File: config.mk
export PLATFORM = sky130hd
export DESIGN_NAME = dmaTop
export DESIGN_NICKNAME = d
export VERILOG_FILES = /design/src/dmaPkg.sv /design/src/dmaArbiter.sv /design/src/dmaBusDecode.sv /design/src/dmaChannelRegs.sv /design/src/dmaControlRegs.sv /design/src/dmaReadMux.sv /design/src/dmaTop.sv
export SDC_FILE = /design/constraint.sdc
export NUM_CORES = 1
export LEC_CHECK = 0
export BUFFER_PORTS_ARGS = -buffer_cell sky130_fd_sc_hd__buf_2
export CORE_MARGIN = 4
export CORE_UTILIZATION = 34
export DETAILED_ROUTE_END_ITERATION = 8
export PLACE_DENSITY_LB_ADDON = 0.2
export REMOVE_ABC_BUFFERS = 1
export SLEW_MARGIN = 10
export SYNTH_ARGS = -nofsm -noshare
export SYNTH_HDL_FRONTEND = slang
export SYNTH_HIERARCHICAL = 1
export SYNTH_SLANG_ARGS = --single-unit
File: constraint.sdc
create_clock -name dma_if -period 7.25 [get_ports dma_if]
set_input_delay 0.3625 -clock dma_if [delete_from_list [all_inputs] [get_ports dma_if]]
set_output_delay 0.3625 -clock dma_if [all_outputs]
set_load 0.03 [all_outputs]
File: src/dmaPkg.sv
package dmaPkg;

        localparam int NumChannels = 4;

        // cpu data byte and the 16-bit address/count word
        typedef logic [7:0]  dmaByte;
        typedef logic [15:0] dmaWord;

        // channel number and one flag per channel
        typedef logic [1:0]  chanIdx;
        typedef logic [3:0]  chanVec;

        // port offsets, channel registers sit at 0..7 as address/count pairs
        typedef enum logic [3:0] {
                OffAddr0       = 4'h0,
                OffCount0      = 4'h1,
                OffAddr1       = 4'h2,
                OffCount1      = 4'h3,
                OffAddr2       = 4'h4,
                OffCount2      = 4'h5,
                OffAddr3       = 4'h6,
                OffCount3      = 4'h7,
                OffCommand     = 4'h8,
                OffRequest     = 4'h9,
                OffSingleMask  = 4'hA,
                OffMode        = 4'hB,
                OffClearPtr    = 4'hC,
                OffMasterClear = 4'hD,
                OffClearMask   = 4'hE,
                OffAllMask     = 4'hF
        } regOffset;

        // mode byte fields, channel number is always in bits 1..0
        localparam int ModeAutoInitBit  = 4;
        localparam int ModeDecrementBit = 5;

        // set/clear bit shared by request and single-mask writes
        localparam int ReqSetBit = 2;

        // command byte
        localparam int CmdDisableBit = 2;

endpackage

File: src/dmaArbiter.sv
module dmaArbiter (
        input  dmaPkg::chanVec dreq,
        input  dmaPkg::chanVec swRequest,
        input  dmaPkg::chanVec mask,
        input  logic           disabled,
        input  dmaPkg::chanVec countZero,
        input  dmaPkg::dmaWord curAddr [dmaPkg::NumChannels],
        input  logic           xferReady,
        output logic           xferValid,
        output dmaPkg::chanIdx xferChannel,
        output dmaPkg::dmaWord xferAddr,
        output logic           xferLast,
        output logic           xferFire
);
        import dmaPkg::*;

        chanVec ready;

        assign ready = (dreq | swRequest) & ~mask & {NumChannels{!disabled}};

        // scan from the top so the lowest ready channel is left standing
        always_comb
        begin
                xferChannel = '0;
                for (int i = NumChannels - 1; i >= 0; i--)
                begin
                        if (ready[i])
                                xferChannel = chanIdx'(i);
                end
        end

        assign xferValid = |ready;
        assign xferAddr  = curAddr[xferChannel];
        assign xferLast  = countZero[xferChannel];
        assign xferFire  = xferValid && xferReady;

endmodule

File: src/dmaBusDecode.sv
module dmaBusDecode (
        input  logic             dma_if,
        input  logic             arstN,
        input  logic             csN,
        input  logic             iorN,
        input  logic             iowN,
        input  dmaPkg::regOffset addr,
        output logic             chanWr,
        output logic             chanRd,
        output dmaPkg::chanIdx   chanSel,
        output logic             countSel,
        output logic             highByte,
        output logic             cmdWr,
        output logic             reqWr,
        output logic             singleMaskWr,
        output logic             modeWr,
        output logic             clearMask,
        output logic             allMaskWr,
        output logic             statusRd,
        output logic             masterClear
);
        import dmaPkg::*;

        logic wrCycle;
        logic rdCycle;
        logic chanAccess;
        logic clearPtr;
        logic masterClearWr;

        // write needs iorN high, a read wins if both strobes are low
        assign wrCycle = !csN && !iowN && iorN;
        assign rdCycle = !csN && !iorN;

        always_comb
        begin
                case (addr)
                        OffAddr0, OffCount0, OffAddr1, OffCount1,
                        OffAddr2, OffCount2, OffAddr3, OffCount3:
                                chanAccess = 1'b1;
                        default:
                                chanAccess = 1'b0;
                endcase
        end

        // channel offsets pair address and count per channel
        assign chanSel  = addr[2:1];
        assign countSel = addr[0];

        assign chanWr       = wrCycle && chanAccess;
        assign chanRd       = rdCycle && chanAccess;
        assign cmdWr        = wrCycle && (addr == OffCommand);
        assign reqWr        = wrCycle && (addr == OffRequest);
        assign singleMaskWr = wrCycle && (addr == OffSingleMask);
        assign modeWr       = wrCycle && (addr == OffMode);
        assign clearPtr     = wrCycle && (addr == OffClearPtr);
        assign masterClearWr = wrCycle && (addr == OffMasterClear);
        assign clearMask    = wrCycle && (addr == OffClearMask);
        assign allMaskWr    = wrCycle && (addr == OffAllMask);
        assign statusRd     = rdCycle && (addr == OffCommand);

        // byte pointer flips on every channel access, low byte first
        always_ff @(posedge dma_if or negedge arstN)
        begin
                if (!arstN)
                begin
                        highByte    <= 1'b0;
                        masterClear <= 1'b0;
                end
                else
                begin
                        masterClear <= masterClearWr;
                        if (masterClear || clearPtr)
                                highByte <= 1'b0;
                        else if (chanWr || chanRd)
                                highByte <= !highByte;
                end
        end

endmodule

File: src/dmaChannelRegs.sv
module dmaChannelRegs (
        input  logic           dma_if,
        input  logic           arstN,
        input  logic           masterClear,
        input  logic           chanWr,
        input  dmaPkg::chanIdx chanSel,
        input  logic           countSel,
        input  logic           highByte,
        input  dmaPkg::dmaByte dataIn,
        input  logic           xferFire,
        input  dmaPkg::chanIdx xferChannel,
        input  dmaPkg::chanVec autoInit,
        input  dmaPkg::chanVec decrement,
        output dmaPkg::dmaWord curAddr [dmaPkg::NumChannels],
        output dmaPkg::dmaWord curCount [dmaPkg::NumChannels],
        output dmaPkg::chanVec countZero,
        output dmaPkg::chanVec tcEvent
);
        import dmaPkg::*;

        dmaWord baseAddr [NumChannels];
        dmaWord baseCount [NumChannels];
        dmaWord stepAddr;

        assign stepAddr = decrement[xferChannel] ? curAddr[xferChannel] - 16'd1
                                                 : curAddr[xferChannel] + 16'd1;

        always_ff @(posedge dma_if or negedge arstN)
        begin
                if (!arstN)
                begin
                        for (int i = 0; i < NumChannels; i++)
                        begin
                                baseAddr[i]  <= '0;
                                baseCount[i] <= '0;
                                curAddr[i]   <= '0;
                                curCount[i]  <= '0;
                        end
                end
                else if (masterClear)
                begin
                        for (int i = 0; i < NumChannels; i++)
                        begin
                                baseAddr[i]  <= '0;
                                baseCount[i] <= '0;
                                curAddr[i]   <= '0;
                                curCount[i]  <= '0;
                        end
                end
                else
                begin
                        if (xferFire)
                        begin
                                if (!countZero[xferChannel])
                                begin
                                        curAddr[xferChannel]  <= stepAddr;
                                        curCount[xferChannel] <= curCount[xferChannel] - 16'd1;
                                end
                                else if (autoInit[xferChannel])
                                begin
                                        curAddr[xferChannel]  <= baseAddr[xferChannel];
                                        curCount[xferChannel] <= baseCount[xferChannel];
                                end
                                // single-shot channels keep their final values
                        end

                        // cpu byte goes to base and current copy, overriding a transfer step
                        if (chanWr)
                        begin
                                case ({countSel, highByte})
                                        2'b00:
                                        begin
                                                baseAddr[chanSel][7:0] <= dataIn;
                                                curAddr[chanSel][7:0]  <= dataIn;
                                        end
                                        2'b01:
                                        begin
                                                baseAddr[chanSel][15:8] <= dataIn;
                                                curAddr[chanSel][15:8]  <= dataIn;
                                        end
                                        2'b10:
                                        begin
                                                baseCount[chanSel][7:0] <= dataIn;
                                                curCount[chanSel][7:0]  <= dataIn;
                                        end
                                        default:
                                        begin
                                                baseCount[chanSel][15:8] <= dataIn;
                                                curCount[chanSel][15:8]  <= dataIn;
                                        end
                                endcase
                        end
                end
        end

        // terminal count is the transfer that fires with a zero count
        always_comb
        begin
                for (int i = 0; i < NumChannels; i++)
                begin
                        countZero[i] = (curCount[i] == '0);
                        tcEvent[i]   = xferFire && (xferChannel == i) && countZero[i];
                end
        end

endmodule

File: src/dmaControlRegs.sv
module dmaControlRegs (
        input  logic           dma_if,
        input  logic           arstN,
        input  logic           masterClear,
        input  dmaPkg::dmaByte dataIn,
        input  logic           cmdWr,
        input  logic           reqWr,
        input  logic           singleMaskWr,
        input  logic           modeWr,
        input  logic           clearMask,
        input  logic           allMaskWr,
        input  logic           statusRd,
        input  dmaPkg::chanVec tcEvent,
        output logic           disabled,
        output dmaPkg::chanVec autoInit,
        output dmaPkg::chanVec decrement,
        output dmaPkg::chanVec swRequest,
        output dmaPkg::chanVec mask,
        output dmaPkg::chanVec tcStatus
);
        import dmaPkg::*;

        chanIdx byteChan;

        // mode, request and single-mask bytes carry the channel in bits 1..0
        assign byteChan = dataIn[1:0];

        always_ff @(posedge dma_if or negedge arstN)
        begin
                if (!arstN)
                begin
                        disabled  <= 1'b0;
                        autoInit  <= '0;
                        decrement <= '0;
                        swRequest <= '0;
                        mask      <= '0;
                        tcStatus  <= '0;
                end
                else if (masterClear)
                begin
                        disabled  <= 1'b0;
                        autoInit  <= '0;
                        decrement <= '0;
                        swRequest <= '0;
                        mask      <= '0;
                        tcStatus  <= '0;
                end
                else
                begin
                        // end of block drops the request, single-shot channels mask themselves
                        swRequest <= swRequest & ~tcEvent;
                        mask      <= mask | (tcEvent & ~autoInit);

                        // a tc landing on the read edge survives for the next read
                        tcStatus <= (statusRd ? '0 : tcStatus) | tcEvent;

                        if (cmdWr)
                                disabled <= dataIn[CmdDisableBit];
                        if (modeWr)
                        begin
                                autoInit[byteChan]  <= dataIn[ModeAutoInitBit];
                                decrement[byteChan] <= dataIn[ModeDecrementBit];
                        end
                        if (reqWr)
                                swRequest[byteChan] <= dataIn[ReqSetBit];
                        if (singleMaskWr)
                                mask[byteChan] <= dataIn[ReqSetBit];
                        if (clearMask)
                                mask <= '0;
                        if (allMaskWr)
                                mask <= dataIn[NumChannels-1:0];
                end
        end

endmodule

File: src/dmaReadMux.sv
module dmaReadMux (
        input  logic           dma_if,
        input  logic           arstN,
        input  logic           chanRd,
        input  dmaPkg::chanIdx chanSel,
        input  logic           countSel,
        input  logic           highByte,
        input  logic           statusRd,
        input  dmaPkg::dmaWord curAddr [dmaPkg::NumChannels],
        input  dmaPkg::dmaWord curCount [dmaPkg::NumChannels],
        input  dmaPkg::chanVec tcStatus,
        input  dmaPkg::chanVec dreq,
        input  dmaPkg::chanVec swRequest,
        output dmaPkg::dmaByte dataOut
);
        import dmaPkg::*;

        dmaWord selWord;

        assign selWord = countSel ? curCount[chanSel] : curAddr[chanSel];

        // dataOut holds between reads, master clear leaves it alone
        always_ff @(posedge dma_if or negedge arstN)
        begin
                if (!arstN)
                        dataOut <= '0;
                else if (chanRd)
                        dataOut <= highByte ? selWord[15:8] : selWord[7:0];
                else if (statusRd)
                        dataOut <= {dreq | swRequest, tcStatus};
        end

endmodule

File: src/dmaTop.sv
module dmaTop (
        input  logic             dma_if,
        input  logic             arstN,
        input  logic             csN,
        input  logic             iorN,
        input  logic             iowN,
        input  dmaPkg::regOffset addr,
        input  dmaPkg::dmaByte   dataIn,
        output dmaPkg::dmaByte   dataOut,
        input  dmaPkg::chanVec   dreq,
        input  logic             xferReady,
        output logic             xferValid,
        output dmaPkg::chanIdx   xferChannel,
        output dmaPkg::dmaWord   xferAddr,
        output logic             xferLast
);
        import dmaPkg::*;

        logic   chanWr;
        logic   chanRd;
        chanIdx chanSel;
        logic   countSel;
        logic   highByte;
        logic   cmdWr;
        logic   reqWr;
        logic   singleMaskWr;
        logic   modeWr;
        logic   clearMask;
        logic   allMaskWr;
        logic   statusRd;
        logic   masterClear;
        logic   xferFire;
        logic   disabled;
        chanVec autoInit;
        chanVec decrement;
        chanVec swRequest;
        chanVec mask;
        chanVec tcStatus;
        chanVec countZero;
        chanVec tcEvent;
        dmaWord curAddr [NumChannels];
        dmaWord curCount [NumChannels];

        dmaBusDecode busDecode (
                .dma_if, .arstN, .csN, .iorN, .iowN, .addr,
                .chanWr, .chanRd, .chanSel, .countSel, .highByte,
                .cmdWr, .reqWr, .singleMaskWr, .modeWr, .clearMask,
                .allMaskWr, .statusRd, .masterClear
        );

        dmaChannelRegs channelRegs (
                .dma_if, .arstN, .masterClear, .chanWr, .chanSel, .countSel,
                .highByte, .dataIn, .xferFire, .xferChannel, .autoInit,
                .decrement, .curAddr, .curCount, .countZero, .tcEvent
        );

        dmaControlRegs controlRegs (
                .dma_if, .arstN, .masterClear, .dataIn, .cmdWr, .reqWr,
                .singleMaskWr, .modeWr, .clearMask, .allMaskWr, .statusRd,
                .tcEvent, .disabled, .autoInit, .decrement, .swRequest,
                .mask, .tcStatus
        );

        dmaArbiter arbiter (
                .dreq, .swRequest, .mask, .disabled, .countZero, .curAddr,
                .xferReady, .xferValid, .xferChannel, .xferAddr, .xferLast,
                .xferFire
        );

        dmaReadMux readMux (
                .dma_if, .arstN, .chanRd, .chanSel, .countSel, .highByte,
                .statusRd, .curAddr, .curCount, .tcStatus, .dreq, .swRequest,
                .dataOut
        );

endmodule

==> metrics.txt <==
worst setup margin=2.03 ns; initial antenna violation count=2; total grt overflow=0; Area growth, synth to finish=11.7%; PwrDens=388 mW/mm^2; Reg2Reg Depth=12; fmax=between 150 and 200 MHz; DR iter-0 viols=roughly 2400; Seq/Total Area, Yosys=38.4%; Hold Crit Class=in -> reg; Sw Share=~44%; CTS max path bufs=3; syn_area_per_cell=8.96 um^2; Critical Path AT=~5.7 ns; Post-synth top flop=dfrtp_1; Routed Antenna Nets=0; R2R Path End=channelRegs/curAddr[30]; number of synthesized flops with an enable pin=0; vias in the first global route=between 15000 and 20000; Tot GR Track Use=between 20 and 30%; Reg clk slew, reported paths=0.06 ns; Worst R2R Setup Slack=approximately 2.0 ns; met3 WL=10700 um; HP Start=iowN; worst vdd ir=approximately 0.18 mV; crit path time final=roughly 5.2 ns; Setup WS pre-CTS=between 2 and 2.5 ns; Synth Register Bits=between 200 and 300; row cnt=85; Fillers=roughly 5400; area share of the largest cell type after synthesis=38.4%; clock sinks=around 290; die height=243 um; largest net degree at the start of global routing=between 100 and 150; Total Wirelength=90700 um; Starting Density=between 30% and 40%; worst-path maximum fanout=22; status=finished clean; asr flop ratio synth=100%; CP required=around 7.7 ns; startpoint types=register; DRC violations left=0; Top Layer Used=met4; share of layout cells above drive strength 1=about 14%; Gate Count Post-Synth=2089; number of setup violations in the final report=0; sequential share of power=between 30% and 40%; die width=between 200 and 250 um; dpl hpwl=61500 um; CP startpoint=controlRegs/disabled; Leak Pwr=between 8 and 9 nW; cts bufs inserted=37; PortBufs=between 40 and 50; total core area=about 0.054 mm^2; max-slew violation count=0; critical path class=reg -> reg; most frequent cells in the layout=nand2_1, dfrtp_1, a21oi_1; Ports=50; reg-to-reg startpoint=controlRegs/disabled; Synthesis Warnings=6; final worst-path cycle share=~70%; P_sw=between 3 and 4 mW; full die area=slightly below 0.06 mm^2; root buffer cell=clkbuf_16; Inst Count DP=2744; synth unique cells=86; Worst Max-Slew Pin Slew=between 1 and 1.5 ns; First-pass DRT Iterations=8; Max Cap Viol=0; Synth area leaders=dfrtp_1, mux4_2, nand2_1; Yosys top cell by area=dfrtp_1; combinational fraction of design power=between 40% and 50%; Clk Latency, worst-skew pair=roughly 0.58 ns; H-tree depth=2; most common cell after layout, fill and taps aside=nand2_1; Non-Filler Instances=around 2800; final hold viol count=0; met2 wire length=around 39000 um; Via density=6.63; RSZ-0062 raised after global routing=no; crit end category=register; Synth Cell Area=~0.019 mm^2; first-pass GRT wire length=131000 um; skew final=0.0264 ns; clock share of power=around a quarter; WHS Endpoint=busDecode/highByte; hold path depth=4; Pint=4.54 mW; wire length per cell=between 30 and 40 um; TritonCTS clock tree=built; Placer Congestion=a little over 1; DRT met1 WL=about 36000 um; nets=roughly 2100; vias=roughly 19000; max_slew headroom=about 14%
worst max-delay path by stage:
stage / to
after floorplan: channelRegs/curAddr[54]
after global placement: channelRegs/curAddr[15]
after detailed placement: channelRegs/curAddr[62]
after CTS: channelRegs/curAddr[63]
after global routing: channelRegs/curAddr[15]
final: channelRegs/curAddr[30]
layout make-up:
type / count / area, um^2 / area share, %
multi-input cells: 1613 / 10700 / 51.3
repair buffers: 120 / 803 / 3.84
diodes: 2 / 5.00 / 0.0239
clock inverters: 14 / 114 / 0.544
flip-flops and latches: 287 / 7190 / 34.3
clock buffers: 52 / 1100 / 5.28
inverters: 29 / 111 / 0.532
well taps: 696 / 871 / 4.16
cells in the mapped netlist, types with 15 or more instances:
master	number
nand3_1	39
nand2_1	368
ha_1	15
o221ai_1	33
nor2b_1	16
o21ai_0	96
o211ai_1	18
a21oi_1	229
a31oi_1	18
dfrtp_1	287
nor2_1	180
nor3_1	58
buf_2	20
o22ai_1	29
nand2b_1	20
mux2i_1	95
clkbuf_1	113
mux4_2	77
a221oi_1	34
a211oi_1	32
nor4_1	21
or3_1	15
inv_1	28
per-stage QoR:
step	hold WS, ns	power (mW)	util [%]	setup TNS, ns	area (um^2)
floorplan	0.0669	4.75	-	-208.03	18000
global placement	0.464	6.07	36.4	0	19700
detailed placement	0.478	6.09	36.4	0	19700
CTS	0.163	8.00	38.6	0	20900
global route	0.197	8.44	38.6	0	20900
finish	0.178	8.11	38.6	0	20900
timing repair:
action | CTS | global route
resized for setup | 0 | 0
hold buffers | 1 | 0
setup buffers | 0 | 0
hold endpoints to repair | 109 | 0
kinds of logic (layout without fill, tap and decap cells):
kind of cell               count (synthesis)  count (layout)  share of synthesized area [%]
adders and majority gates                 16              16                           1.11
AOI/OAI and AO/OA                        622             622                           21.6
xor gates and xnor gates                  27              27                           1.38
and+or+nand+nor                          771             771                           18.4
DFF                                      287             287                           38.4
other                                      0               2                              0
muxes                                    177             177                           14.6
buffers and inverters                    189             215                           4.56
sequential cells by signal (all words and copies together) (netlist names), 4 cells and up:
name and count:
controlRegs/tcStatus 4, channelRegs/curCount 64, controlRegs/mask 4, channelRegs/curAddr 64, controlRegs/autoInit 4, channelRegs/baseCount 64, controlRegs/swRequest 4, channelRegs/baseAddr 64
readMux/dataOut 8, controlRegs/decrement 4
power groups by stage:
stage               logic, mW  clock network, mW  registers (mW)
global placement         3.38                  0            2.69
global route             3.72               1.98            2.74
detailed placement       3.40                  0            2.69
floorplan                2.29                  0            2.46
CTS                      3.42               1.92            2.66
finish                   3.50               1.90            2.71
worst max-delay path: stages, from the launching register on:
cell,delay [ns]
dfrtp_1,0.42
nor3_1,0.52
o21bai_4,0.26
inv_4,0.14
nand2_1,0.70
a41oi_1,0.09
buf_4,0.24
nor3_1,0.50
and2_2,0.66
nand3_1,0.48
nor2_1,0.66
a221oi_1,0.18
a211oi_1,0.27
metal layers:
metal	global-route usage (%)	up-vias
li1	-	7757
met5	0	-
met4	16.0	0
met3	9.69	327
met2	44.2	1193
met1	39.1	9376
Note: power is estimated with default switching activity, not from simulation.
